## config.mk

```make
export PLATFORM = sky130hd
export DESIGN_NAME = apple1_uart
export DESIGN_NICKNAME = d
export VERILOG_FILES = /design/src/uart_line_pkg.sv /design/src/uart_reg_pkg.sv /design/src/uart_tx.sv /design/src/uart_rx.sv /design/src/uart_regs.sv /design/src/apple1_uart.sv
export SDC_FILE = /design/constraint.sdc
export NUM_CORES = 1
export LEC_CHECK = 0
export ABC_AREA = 0
export BUFFER_PORTS_ARGS = -buffer_cell sky130_fd_sc_hd__clkbuf_2
export CAP_MARGIN = 15
export CORE_MARGIN = 2
export CORE_UTILIZATION = 26
export CTS_CLUSTER_DIAMETER = 100
export DETAILED_ROUTE_END_ITERATION = 8
export PLACE_DENSITY_LB_ADDON = 0.05
export SLEW_MARGIN = 20
export SYNTH_ARGS = -nofsm -noshare
export SYNTH_HDL_FRONTEND = slang
export SYNTH_SLANG_ARGS = --single-unit
```

## constraint.sdc

```tcl
create_clock -name clk -period 3.9 [get_ports clk]
set_input_delay 0.195 -clock clk [delete_from_list [all_inputs] [get_ports clk]]
set_output_delay 0.195 -clock clk [all_outputs]
set_load 0.02 [all_outputs]
```

## src/uart_line_pkg.sv

```systemverilog
// Serial line constants shared by the transmitter, the receiver and the checkers.
// Refer to the names with uart_line_pkg:: scoping.

`default_nettype none

package uart_line_pkg;

    // Data bits per frame, sent least significant bit first
    localparam int frame_data_bits = 8;

    // Mark level of an idle line; a start bit is the opposite level
    localparam logic line_idle = 1'b1;

    // Width of the bit and sample timing counters
    localparam int tick_cnt_w = 16;

endpackage

`default_nettype wire

```

## src/uart_reg_pkg.sv

```systemverilog
// CPU-side register definitions of the terminal port.
// Holds the bus address codes and the terminal word, which is read either
// as a raw byte or as a flag bit on top of a seven-bit character.

`default_nettype none

package uart_reg_pkg;

    // Register addresses on the two-bit bus
    typedef enum logic [1:0] {
        addr_rx   = 2'b00,
        addr_rxcr = 2'b01,
        addr_tx   = 2'b10
    } reg_addr_t;

    // Terminal word with bit 7 as the status flag
    typedef union packed {
        logic [7:0] raw;
        struct packed {
            logic       flag;
            logic [6:0] ascii;
        } fields;
    } term_word_u;

endpackage

`default_nettype wire

```

## src/uart_tx.sv

```systemverilog
// Serial transmitter for the terminal port.
// A tx_start pulse loads one frame (start, 8 data bits, stop) and shifts it
// out on txd; tx_busy stays high until the stop bit has completed.

`default_nettype none

module uart_tx #(
    parameter int clk_freq = 25000000,
    parameter int baud     = 115200
) (
    input  logic       clk,
    input  logic       rst_n,
    input  logic       tx_start,
    input  logic [7:0] tx_byte,
    output logic       tx_busy,
    output logic       txd
);

    localparam int bit_cycles = clk_freq / baud;
    localparam int frame_bits = uart_line_pkg::frame_data_bits + 2;
    localparam int bit_cnt_w  = $clog2(frame_bits);

    logic [uart_line_pkg::tick_cnt_w-1:0] tick_cnt;
    logic [bit_cnt_w-1:0]                 bit_cnt;
    logic [frame_bits-1:0]                shift_reg;
    logic                                 bit_end;

    assign bit_end = (tick_cnt == uart_line_pkg::tick_cnt_w'(bit_cycles - 1));

    // Line bit is always the low end of the shifter
    assign txd = shift_reg[0];

    always_ff @(posedge clk)
    begin
        if (!rst_n)
        begin
            tx_busy   <= 1'b0;
            tick_cnt  <= '0;
            bit_cnt   <= '0;
            shift_reg <= {frame_bits{uart_line_pkg::line_idle}};
        end
        else if (!tx_busy)
        begin
            if (tx_start)
            begin
                tx_busy   <= 1'b1;
                tick_cnt  <= '0;
                bit_cnt   <= '0;
                // Stop bit, data, start bit
                shift_reg <= {uart_line_pkg::line_idle, tx_byte, ~uart_line_pkg::line_idle};
            end
        end
        else if (bit_end)
        begin
            tick_cnt  <= '0;
            // Fill with idle so the line rests at mark after the stop bit
            shift_reg <= {uart_line_pkg::line_idle, shift_reg[frame_bits-1:1]};
            if (bit_cnt == bit_cnt_w'(frame_bits - 1))
                tx_busy <= 1'b0;
            else
                bit_cnt <= bit_cnt + 1'b1;
        end
        else
        begin
            tick_cnt <= tick_cnt + 1'b1;
        end
    end

endmodule

`default_nettype wire

```

## src/uart_rx.sv

```systemverilog
// Oversampling serial receiver for the terminal port.
// A falling edge on rxd starts the sample clock; the start bit is checked at
// mid-bit, then data and stop bits are sampled one bit period apart.
// rx_done pulses for a good stop bit, rx_active covers the whole frame.

`default_nettype none

module uart_rx #(
    parameter int clk_freq     = 25000000,
    parameter int baud         = 115200,
    parameter int oversampling = 8
) (
    input  logic       clk,
    input  logic       rst_n,
    input  logic       rxd,
    output logic       rx_done,
    output logic [7:0] rx_byte,
    output logic       rx_active
);

    localparam int sample_cycles = clk_freq / (baud * oversampling);
    localparam int os_w          = $clog2(oversampling + 1);
    localparam int bit_w         = $clog2(uart_line_pkg::frame_data_bits);

    localparam logic [1:0] st_idle  = 2'd0;
    localparam logic [1:0] st_start = 2'd1;
    localparam logic [1:0] st_data  = 2'd2;
    localparam logic [1:0] st_stop  = 2'd3;

    logic [1:0]                           sync;
    logic                                 rxd_prev;
    logic [1:0]                           state;
    logic [uart_line_pkg::tick_cnt_w-1:0] tick_cnt;
    logic [os_w-1:0]                      os_cnt;
    logic [bit_w-1:0]                     bit_idx;
    logic                                 sample_tick;
    logic                                 mid_start;
    logic                                 bit_end;

    assign sample_tick = (tick_cnt == uart_line_pkg::tick_cnt_w'(sample_cycles - 1));
    assign mid_start   = sample_tick && (os_cnt == os_w'(oversampling / 2 - 1));
    assign bit_end     = sample_tick && (os_cnt == os_w'(oversampling - 1));
    assign rx_active   = (state != st_idle);

    // Two-flop synchronizer plus one stage for edge detection
    always_ff @(posedge clk)
    begin
        if (!rst_n)
        begin
            sync     <= {2{uart_line_pkg::line_idle}};
            rxd_prev <= uart_line_pkg::line_idle;
        end
        else
        begin
            sync     <= {sync[0], rxd};
            rxd_prev <= sync[1];
        end
    end

    // Sample clock held at zero while idle, so it is phase aligned to the start edge
    always_ff @(posedge clk)
    begin
        if (!rst_n || state == st_idle || sample_tick)
            tick_cnt <= '0;
        else
            tick_cnt <= tick_cnt + 1'b1;
    end

    always_ff @(posedge clk)
    begin
        if (!rst_n)
        begin
            state   <= st_idle;
            os_cnt  <= '0;
            bit_idx <= '0;
            rx_done <= 1'b0;
        end
        else
        begin
            rx_done <= 1'b0;
            if (sample_tick)
                os_cnt <= os_cnt + 1'b1;
            case (state)
                st_idle:
                begin
                    os_cnt <= '0;
                    if (rxd_prev == uart_line_pkg::line_idle && sync[1] != uart_line_pkg::line_idle)
                        state <= st_start;
                end
                st_start:
                    if (mid_start)
                    begin
                        os_cnt  <= '0;
                        bit_idx <= '0;
                        // A glitch that is back at idle by mid-bit is not a start bit
                        state   <= (sync[1] != uart_line_pkg::line_idle) ? st_data : st_idle;
                    end
                st_data:
                    if (bit_end)
                    begin
                        os_cnt <= '0;
                        if (bit_idx == bit_w'(uart_line_pkg::frame_data_bits - 1))
                            state <= st_stop;
                        else
                            bit_idx <= bit_idx + 1'b1;
                    end
                default:
                    if (bit_end)
                    begin
                        // Framing error drops the byte silently
                        rx_done <= (sync[1] == uart_line_pkg::line_idle);
                        state   <= st_idle;
                    end
            endcase
        end
    end

    // Data shifts in from the top, least significant bit first
    always_ff @(posedge clk)
    begin
        if (state == st_data && bit_end)
            rx_byte <= {sync[1], rx_byte[7:1]};
    end

endmodule

`default_nettype wire

```

## src/uart_regs.sv

```systemverilog
// Bus register block of the terminal port.
// Decodes RX, RXCR and TX accesses, holds the received character with its
// pending flag, starts transmissions and drives clear-to-send.

`default_nettype none

module uart_regs (
    input  logic                    clk,
    input  logic                    rst_n,
    input  logic                    enable,
    input  uart_reg_pkg::reg_addr_t address,
    input  logic                    w_en,
    input  logic [7:0]              din,
    input  logic                    tx_busy,
    input  logic                    rx_done,
    input  logic [7:0]              rx_byte,
    input  logic                    rx_active,
    output logic [7:0]              dout,
    output logic                    tx_start,
    output logic [7:0]              tx_byte,
    output logic                    cts
);

    uart_reg_pkg::term_word_u wr_word;
    uart_reg_pkg::term_word_u rx_word;
    uart_reg_pkg::term_word_u rd_word;

    logic       pending;
    logic       rx_ack;
    logic       rx_load;
    logic       tx_write;
    logic [6:0] rx_char;

    assign wr_word.raw = din;
    assign rx_word.raw = rx_byte;

    // Busy also covers the cycle of the start pulse, before tx_busy rises
    assign tx_write = enable && w_en && (address == uart_reg_pkg::addr_tx)
                      && !tx_busy && !tx_start;

    // A byte arriving while one is pending is lost
    assign rx_load = rx_done && !pending;

    assign cts = rx_active || pending;

    // Read word for the addressed register
    always_comb
    begin
        rd_word.raw = '0;
        case (address)
            uart_reg_pkg::addr_tx:   rd_word.fields.flag = tx_busy;
            uart_reg_pkg::addr_rxcr: rd_word.fields.flag = pending;
            uart_reg_pkg::addr_rx:
            begin
                rd_word.fields.flag  = pending;
                rd_word.fields.ascii = rx_char;
            end
            default: rd_word.raw = '0;
        endcase
    end

    always_ff @(posedge clk)
    begin
        if (!rst_n)
        begin
            tx_start <= 1'b0;
            rx_ack   <= 1'b0;
            pending  <= 1'b0;
            dout     <= '0;
        end
        else
        begin
            tx_start <= tx_write;
            rx_ack   <= enable && !w_en && (address == uart_reg_pkg::addr_rx);
            pending  <= rx_load || (pending && !rx_ack);
            if (enable && !w_en)
                dout <= rd_word.raw;
        end
    end

    // Terminal is 7-bit so bit 7 always goes out as zero
    always_ff @(posedge clk)
    begin
        if (tx_write)
            tx_byte <= {1'b0, wr_word.fields.ascii};
        if (rx_load)
            rx_char <= rx_word.fields.ascii;
    end

endmodule

`default_nettype wire

```

## src/apple1_uart.sv

```systemverilog
// Top level of the Apple 1 style serial terminal port.
// Set clk_freq, baud and oversampling here; they pass down unchanged to the
// transmitter and the receiver. The register block sits on the CPU bus.

`default_nettype none

module apple1_uart #(
    parameter int clk_freq     = 25000000,
    parameter int baud         = 115200,
    parameter int oversampling = 8
) (
    input  logic                    clk,
    input  logic                    rst_n,
    input  logic                    enable,
    input  uart_reg_pkg::reg_addr_t address,
    input  logic                    w_en,
    input  logic [7:0]              din,
    output logic [7:0]              dout,
    input  logic                    uart_rx,
    output logic                    uart_tx,
    output logic                    uart_cts
);

    logic       tx_start;
    logic [7:0] tx_byte;
    logic       tx_busy;
    logic       rx_done;
    logic [7:0] rx_byte;
    logic       rx_active;

    uart_tx #(.clk_freq(clk_freq), .baud(baud)) u_tx (
        .clk(clk), .rst_n(rst_n), .tx_start(tx_start), .tx_byte(tx_byte),
        .tx_busy(tx_busy), .txd(uart_tx)
    );

    uart_rx #(.clk_freq(clk_freq), .baud(baud), .oversampling(oversampling)) u_rx (
        .clk(clk), .rst_n(rst_n), .rxd(uart_rx),
        .rx_done(rx_done), .rx_byte(rx_byte), .rx_active(rx_active)
    );

    uart_regs u_regs (
        .clk(clk), .rst_n(rst_n), .enable(enable), .address(address), .w_en(w_en),
        .din(din), .tx_busy(tx_busy), .rx_done(rx_done), .rx_byte(rx_byte),
        .rx_active(rx_active), .dout(dout), .tx_start(tx_start), .tx_byte(tx_byte),
        .cts(uart_cts)
    );

endmodule

`default_nettype wire

```

==> results of run 1 <==
worst max-delay path by stage:
stage | from | to | slack [ns] | depth (start not counted)
after floorplan | u_rx.tick_cnt[0]$_SDFF_PP0_ | u_rx.rx_byte[0]$_DFFE_PP_ | 2.14 | 7
after global placement | u_tx.tick_cnt[0]$_SDFFE_PN0P_ | u_tx.tick_cnt[10]$_SDFFE_PN0P_ | 1.36 | 7
after detailed placement | u_tx.tick_cnt[0]$_SDFFE_PN0P_ | u_tx.tick_cnt[10]$_SDFFE_PN0P_ | 1.31 | 7
after CTS | u_tx.tick_cnt[0]$_SDFFE_PN0P_ | u_tx.tick_cnt[10]$_SDFFE_PN0P_ | 1.29 | 7
after global routing | u_tx.tick_cnt[1]$_SDFFE_PN0P_ | u_tx.tick_cnt[10]$_SDFFE_PN0P_ | 1.04 | 7
final | u_tx.tick_cnt[1]$_SDFFE_PN0P_ | u_tx.tick_cnt[10]$_SDFFE_PN0P_ | 1.30 | 7
routing by layer:
metal	vias up	wire, microns
met1	1333	4088
met3	11	399
met5	-	0
met4	0	119
met2	45	3590
li1	1479	-
synth_stat cells (all sizes together), types with 2 or more instances:
cell type / number
clkbuf: 11
a31oi: 6
mux2: 8
nand4: 7
nand3b: 2
a21boi: 2
xnor2: 8
nor4: 8
nor2b: 13
inv: 13
o21a: 2
nor2: 37
nor3b: 9
and4: 3
buf: 6
o221a: 3
nor4b: 2
dfxtp: 70
nand2: 37
nand2b: 8
edfxtp: 22
nor3: 7
and3: 7
a21oi: 9
ha: 13
and2: 3
o211a: 7
xor2: 11
o21ai: 12
o211ai: 6
or3: 2
nand3: 17
mux2i: 11
a22o: 9
cell type report:
| cell class | instances | share of cell area |
|---|---|---|
| clock buffer | 9 | 0.04785 |
| tap | 211 | 0.05609 |
| multi-input combinational | 280 | 0.4062 |
| inverter | 13 | 0.01037 |
| clock inverter | 7 | 0.01382 |
| sequential | 92 | 0.4381 |
| timing repair buffer | 25 | 0.02764 |
cells by family (layout without fill, tap and decap cells):
group,Yosys count,after routing,share of synthesized area
flops,92,92,0.5024
compound gates,63,63,0.1149
buf+inv,30,54,0.03171
xor+xnor,19,19,0.04055
mux,19,19,0.04878
fa+ha+maj,13,13,0.03964
simple gates,166,166,0.2220
where the power goes:
group / leakage (nW) / internal [mW] / switching (mW)
Clock: 0.140 / 0.448 / 0.414
Sequential: 0.764 / 0.984 / 0.0106
Combinational: 0.791 / 0.0428 / 0.0751
Total: 1.70 / 1.47 / 0.499
metrics by stage:
stage          hold slack [ns]  instance area [sq um]  worst slack [ns]  std cells  power [mW]
2_1_floorplan           0.2939                   4104             2.139        402       1.098
3_3_place_gp            0.3717                   4417             1.357        621       1.137
3_5_place_dp            0.3736                   4417             1.312        621       1.138
4_1_cts              0.0005708                   4707             1.287        637       2.025
5_1_grt               0.002229                   4707             1.042        637       2.072
6_report               0.01965                   4707             1.301        637       1.974
==> results.md, run 1 <==
- Port Buffers: 23
- Worst path bufs/invs: 1
- Worst path slowest cell: a41o_1
- Area Growth Syn to Fin: 14.70%
- Largest area contributor in the netlist: dfxtp_1
- Total CTS buffers: 9
- Multi-input combinational cell area: 1912 sq um
- Min-Delay Endpoint: u_regs.tx_byte[1]$_DFFE_PP_
- Max-slew violations: 0
- CP Data Arrival Time: 2.84 ns
- Synth Flop Type: dfxtp_1
- First DRT Iteration DRCs: 148
- Top cell type's share of synthesized area: 0.3415
- Tot GR Track Use: 0.1057
- # DRC: 0
- Clk slew on worst S/H paths: 0.07 ns
- Crit end category: flip-flop
- Largest net degree at the start of global routing: 32
- Yosys warnings: 0
- Via count: 2868
- R2R setup slack: 1.30 ns
- Ranking of synthesized cells by area: dfxtp_1, edfxtp_1, ha_1, nor2_1, nand2_1
- Final Hold Violating Endpoints: 0
- Rows: 45
- Placeable Area: 15310 sq um
- Syn Area/Cell: 10.21 sq um
- Status: completed
- CP Launch Type: flip-flop
- Clk Latency, worst-skew pair: 0.35 ns
- End of the worst register-to-register path: u_tx.tick_cnt[10]$_SDFFE_PN0P_
- CTS H-tree lvls: 3
- Post-CTS sizing: 0
- IO Pins: 25
- Global routing usage on met3: 0.03964
- Worst R2R Path Depth: 7
- Fmax: 384.8 MHz
- Die Span X: 129.6 microns
- Setup violators final: 0
- Die ar.: 16810 sq um
- P_leak: 1.696 nW
- Largest stage delay, worst path: 0.92 ns
- Final Util: 0.3074
- EDFF count, synth: 22
- Data required time of the critical path: 4.14 ns
- Initial antenna violation count: 0
- Max transition margin: 0.3279
- PwrDens: 419.4 nW/um^2
- First-pass GRT wire length: 13840 microns
- Post-Syn Nets: 430
- GR Util met2: 0.1580
- TritonCTS clock tree: built
- Count of max-cap constraint violations: 0
- Peak supply drop: 0.2174 mV
- CTS Hold Bufs: 0
- Grt met1 use: 0.1402
- Worst path cell trace: inv_1, ha_1, nor3b_1, a41o_1, nor2b_1, and3_1, o221a_2
- Min Tclk post-route: 2.599 ns
- Busiest grt layer: met2
- Antenna Cells: 0
- Count of different cell masters after synthesis: 53
- RSZ-0062 raised after global routing: false
- Setup repair bufs after CTS: 0
- Drt via density: 4.502
- Yosys reg bits: 92
- Final period util: 0.6664
- Starting density of the core: 0.2680
- Most frequent cells in the layout: dfxtp_1, nor2_1, nand2_1
- Vias in the first global route: 2746
- Slew at the pin closest to its max-slew limit: 1.008 ns
- Cell Area, Synth: 4104 sq um
- Sequential-to-total area share from yosys stat: 0.5024
- Fin Clk Skew: 0.008322 ns
- Clock Path Buffers: 2
- Storage cell area: 2062 sq um
- Root Driver: clkbuf_16
- Wire length per cell: 12.87 microns
- Most common cell after layout, fill and taps aside: dfxtp_1
- Fillcell total: 1599
- Pre-Repair DR Iteration Count: 4
- Remaining antenna violation count: 0
- Nets: 449
- Worst setup path class: reg -> reg
- CTS sink cnt: 92
- RR Startpoint: u_tx.tick_cnt[1]$_SDFFE_PN0P_
- GP Congestion: 0.7150
- Post-DP HPWL: 5439 microns
- Die H: 129.6 microns
- Hold Crit Start: din[1]
- Drt total wl: 8198 microns
- CP top delay family: compound AO/OA/AOI/OAI gates
- Post-synth ARST share: 0
- Grt ovf: 0
- WHS Path Cells: 1
- Min-delay worst type: in -> reg
- Share of layout cells above drive strength 1: 0.1432
- Setup_tns: 0 ns
- Synth Instances: 402
- Critical path fanouts, max: 31
(Power assumes the default switching activity.)
==> run 2, diff against run 1 <==
==> constraint.sdc (replaced) <==
create_clock -name clk -period 2.2 [get_ports clk]
set_input_delay 0.11 -clock clk [delete_from_list [all_inputs] [get_ports clk]]
set_output_delay 0.11 -clock clk [all_outputs]
set_load 0.02 [all_outputs]
==> run 2 against run 1 <==
Compared with the run above: sequential power increased by 77%; worst hold slack gained 0.023 ns; clock power is 90% higher; critical path depth up 1; combinational power up 98%; final cell count increased by 3.5%; setup slack worse by 1.0 ns; maximum frequency increased by 34%; critical path type unchanged; highest routed layer unchanged.
==> results.md, run 2 (synthesized netlist as in run 1, its figures left out) <==
- Status: completed
- Clk slew on worst S/H paths: 0.07 ns
- Max-slew violations: 0
- Internal power: 2.751 mW
- Initial antenna violation count: 0
- Grt ovf: 0
- Pre-Repair DR Iteration Count: 4
- First-pass GRT wire length: 14260 microns
- IO Pins: 25
- Remaining antenna violation count: 0
- Clock Path Buffers: 2
- Count of max-cap constraint violations: 0
- Drt via density: 4.420
- Wire length per cell: 12.47 microns
- Fmax: 515.7 MHz
- Min Tclk post-route: 1.939 ns
- Clk Latency, worst-skew pair: 0.35 ns
- Die H: 129.6 microns
- TritonCTS clock tree: built
- Fin Clk Skew: 0.006309 ns
- Worst setup path class: reg -> reg
- Port Buffers: 23
- Post-DP HPWL: 5594 microns
- Placeable Area: 15310 sq um
- CTS H-tree lvls: 3
- PwrDens: 739.0 nW/um^2
- Die ar.: 16810 sq um
- Die Span X: 129.6 microns
- Placed Cells: 635
- Min-delay worst type: in -> reg
- Max transition margin: 0.4874
- Share of layout cells above drive strength 1: 0.1674
- Post-CTS sizing: 0
- Total CTS buffers: 9
- Vias in the first global route: 2878
- Antenna Cells: 0
- CP Launch Type: flip-flop
- Critical path fanouts, max: 9
- Most frequent cells in the layout: dfxtp_1, nor2_1, nand2_1
- Root Driver: clkbuf_16
- Starting density of the core: 0.2680
- RSZ-0062 raised after global routing: false
- Most common cell after layout, fill and taps aside: dfxtp_1
- # DRC: 0
- Slew at the pin closest to its max-slew limit: 0.7669 ns
- Power share of the combinational group: 0.064
- Tot GR Track Use: 0.1096
- Final period util: 0.8815
- Rows: 45
- Final Hold Violating Endpoints: 0
- Largest net degree at the start of global routing: 32
- Tot Pwr: 3.640 mW
- CTS Hold Bufs: 8
- Peak supply drop: 0.3577 mV
- Hold_ws: 0.04228 ns
- P_leak: 1.810 nW
- Data required time of the critical path: 2.43 ns
- First DRT Iteration DRCs: 120
- Final Non-Filler Cells: 659
- Switching part of the total power: 0.2442
- Clock share of power: 0.452
- Crit end category: flip-flop
- Area Growth Syn to Fin: 20.03%
- CP Data Arrival Time: 2.17 ns
- GP Congestion: 0.7462
- Via count: 2913
- Nets: 471
- Sequential Power Share: 0.484
- CTS sink cnt: 92
- Setup violators final: 0
- Setup repair bufs after CTS: 0
- Setup_tns: 0 ns
- Switch Pwr: 0.8888 mW
- Drt total wl: 8215 microns
run 2: final timing paths:
kind	slack, ns	start	cells after the start	to
setup / recovery	0.26	u_tx.tick_cnt[0]$_SDFFE_PN0P_	8	u_tx.shift_reg[7]$_SDFFE_PN1P_
hold / removal	0.04	w_en	2	u_regs.rx_ack$_SDFF_PN0_
setup reg to reg	0.26	u_tx.tick_cnt[0]$_SDFFE_PN0P_	8	u_tx.shift_reg[7]$_SDFFE_PN1P_
hold reg to reg	0.40	u_rx.sync[0]$_SDFF_PN1_	1	u_rx.sync[1]$_SDFF_PN1_
run 2: cell type report:
class	instances	area [sq um]
multi-input combinational	280	1912
fill	1622	10390
inverter	13	48.80
clock inverter	7	86.33
sequential	92	2062
timing repair buffer	47	327.8
tap	211	264.0
clock buffer	9	225.2
run 2: stage by stage:
step / setup WS, ns / utilization / instance area, sq um
after floorplan: 0.4390 / - / 4104
after global placement: 0.2294 / 0.2961 / 4534
after detailed placement: 0.1940 / 0.2961 / 4534
after CTS: 0.2142 / 0.3217 / 4926
after global routing: 0.05261 / 0.3217 / 4926
final: 0.2608 / 0.3217 / 4926
run 2: power groups by stage:
stage | combinational (mW) | sequential [mW] | clock, mW
floorplan | 0.146 | 1.80 | 0
global placement | 0.230 | 1.80 | 0
detailed placement | 0.229 | 1.80 | 0
CTS | 0.241 | 1.76 | 1.73
global route | 0.267 | 1.77 | 1.81
finish | 0.234 | 1.76 | 1.64
run 2: layer usage:
layer	GRT usage	up-vias	wire, microns
met4	0.04934	0	170
met2	0.1620	41	3510
met5	0	-	0
met1	0.1487	1335	4222
li1	-	1524	-
met3	0.03097	13	312
run 2: worst max-delay path, cell delays in order, from the launching register on:
cell	delay (ns)
dfxtp_1	0.35
inv_1	0.07
ha_1	0.13
nor3b_1	0.37
nand4_2	0.27
a21oi_4	0.23
buf_12	0.15
mux2i_1	0.18
nand2_1	0.06
==> run 3, diff against run 2 <==
--- a/config.mk
+++ b/config.mk
@@ -10,8 +10,10 @@
 export CAP_MARGIN = 15
 export CORE_MARGIN = 2
 export CORE_UTILIZATION = 26
+export CTS_BUF_LIST = sky130_fd_sc_hd__clkbuf_16
 export CTS_CLUSTER_DIAMETER = 100
 export DETAILED_ROUTE_END_ITERATION = 8
+export HOLD_SLACK_MARGIN = 0.1
 export PLACE_DENSITY_LB_ADDON = 0.05
 export SLEW_MARGIN = 20
 export SYNTH_ARGS = -nofsm -noshare
==> run 3 against run 2 <==
Compared with the run above: sequential share of layout area decreased by 0.25 points; wire length increased by 0.49%; register-to-register slack about the same; core utilization increased by 0.20 points; clock skew about the same; critical path type unchanged; via count increased by 0.14%; final cell count increased by 0.46%.
==> results.md, run 3 (synthesized netlist as in run 1, its figures left out) <==
- Min-delay worst type: in -> reg
- End of the worst register-to-register path: u_rx.rx_byte[0]$_DFFE_PP_
- Critical path fanouts, max: 8
- Worst R2R Path Depth: 4
- Fin Clk Skew: 0.006137 ns
- Die Span X: 129.6 microns
- Worst path bufs/invs: 0
- Port Buffers: 23
- Drt via density: 4.406
- PwrDens: 734.9 nW/um^2
- Worst slack at placement: 0.1940 ns
- Grt ovf: 0
- Vias in the first global route: 2877
- CP top delay family: simple AND/OR/NAND/NOR gates
- Die ar.: 16810 sq um
- Worst path cell trace: nor4_1, nand4_1, nor2_1, and3_1
- Remaining antenna violation count: 0
- Setup_tns: 0 ns
- Drt total wl: 8255 microns
- Switching part of the total power: 0.2438
- P_leak: 1.825 nW
- Die H: 129.6 microns
- CP Launch Type: flip-flop
- Slew at the pin closest to its max-slew limit: 0.7516 ns
- Clk Latency, worst-skew pair: 0.35 ns
- Initial antenna violation count: 0
- Share of layout cells above drive strength 1: 0.1663
- Via count: 2917
- Peak supply drop: 0.3564 mV
- Finished Cell Area: 4956 sq um
- Final Hold Violating Endpoints: 0
- WHS Path Cells: 3
- First DRT Iteration DRCs: 126
- Setup violators final: 0
- Largest stage delay, worst path: 0.39 ns
- GP Congestion: 0.7462
- Internal power: 2.754 mW
- Hold Crit Start: address[1]
- Switch Pwr: 0.8881 mW
- Pre-Repair DR Iteration Count: 4
- Area Growth Syn to Fin: 20.76%
- First-pass GRT wire length: 14270 microns
- Fillcell total: 1617
- Storage cell area: 2062 sq um
- Setup repair bufs after CTS: 0
- # DRC: 0
- TritonCTS clock tree: built
- Clk slew on worst S/H paths: 0.07 ns
- Fmax: 514.6 MHz
- Area of placed instances: 4534 sq um
- R2R setup slack: 0.26 ns
- Tot GR Track Use: 0.1097
- Clock Path Buffers: 2
- Placeable Area: 15310 sq um
- Most common cell after layout, fill and taps aside: dfxtp_1
- Min-Delay Endpoint: u_regs.dout[7]$_SDFFE_PN0P_
- Most frequent cells in the layout: dfxtp_1, nor2_1, nand2_1
- Max-slew violations: 0
- CTS sink cnt: 92
- IO Pins: 25
- Multi-input combinational cell area: 1912 sq um
- Starting density of the core: 0.2680
- Sequential Power Share: 0.484
- Nets: 474
- Total CTS buffers: 9
- RSZ-0062 raised after global routing: false
- Worst path slowest cell: and3_1
- Antenna Cells: 0
- Rows: 45
- Power share of the combinational group: 0.065
- CTS H-tree lvls: 3
- Status: completed
- CP Data Arrival Time: 1.96 ns
- Worst setup margin: 0.2567 ns
- Count of max-cap constraint violations: 0
- Wire length per cell: 12.47 microns
- Post-DP HPWL: 5594 microns
- Max transition margin: 0.4976
- RR Startpoint: u_rx.tick_cnt[6]$_SDFF_PP0_
- Clock share of power: 0.451
- Crit end category: flip-flop
- Final period util: 0.8833
- Min Tclk post-route: 1.943 ns
- Data required time of the critical path: 2.22 ns
- Tot Pwr: 3.642 mW
- Largest net degree at the start of global routing: 32
- Root Driver: clkbuf_16
- Worst setup path class: reg -> reg
## run 3: cell types whose count changed in the layout (fill, tap and decap cells not counted)
cell / previous run / this run
dlygate4sd3_1: 8 / 11
## run 3: worst min-delay path: cells and delay by family
family,cells,cell delay (ns)
buffers and inverters,1,0.13
AOI/OAI and AO/OA,2,0.26
## run 3: worst max path at each step
stage | start | to | slack [ns] | cells after the start
after floorplan | u_rx.tick_cnt[0]$_SDFF_PP0_ | u_rx.rx_byte[0]$_DFFE_PP_ | 0.44 | 7
after global placement | u_rx.tick_cnt[0]$_SDFF_PP0_ | u_rx.rx_byte[7]$_DFFE_PP_ | 0.23 | 6
after detailed placement | u_rx.tick_cnt[0]$_SDFF_PP0_ | u_rx.rx_byte[7]$_DFFE_PP_ | 0.19 | 6
after CTS | u_rx.tick_cnt[0]$_SDFF_PP0_ | u_rx.rx_byte[1]$_DFFE_PP_ | 0.21 | 6
after global routing | u_rx.tick_cnt[0]$_SDFF_PP0_ | u_rx.rx_byte[0]$_DFFE_PP_ | 0.05 | 6
final | u_rx.tick_cnt[6]$_SDFF_PP0_ | u_rx.rx_byte[0]$_DFFE_PP_ | 0.26 | 4
## run 3: layer usage
layer  part of all wire  GRT usage  vias to the layer above
met4              0.020    0.04934                        0
met1               0.52     0.1490                     1338
met5                  0          0                        -
met2               0.43     0.1620                       37
li1                   -          -                     1529
met3              0.035    0.03097                       13
## run 3: repair_timing
item | in CTS | in global routing
hold buffers | 11 | 0
resized for setup | 0 | 0
hold endpoints to repair | 10 | 0
## run 3: power by group through the flow
stage,Combinational [mW],Sequential [mW],Clock (mW)
after floorplan,0.146,1.80,0
after global placement,0.230,1.80,0
after detailed placement,0.229,1.80,0
after CTS,0.244,1.76,1.73
after global routing,0.271,1.77,1.81
final,0.237,1.76,1.64
## run 3: layout make-up
| cell class | instances | area share |
|---|---|---|
| well taps | 211 | 0.05327 |
| inverters | 13 | 0.009846 |
| clock buffers | 9 | 0.04544 |
| flip-flops and latches | 92 | 0.4161 |
| clock inverters | 7 | 0.01742 |
| repair buffers | 50 | 0.07220 |
| multi-input cells | 280 | 0.3858 |
## run 3: stage by stage
step           cells    util  hold WS [ns]
3_3_place_gp     635  0.2961        0.2873
5_1_grt          662  0.3236        0.1940
4_1_cts          662  0.3236        0.1677
2_1_floorplan    402       -        0.2089
6_report         662  0.3236        0.1962
3_5_place_dp     635  0.2961        0.2886
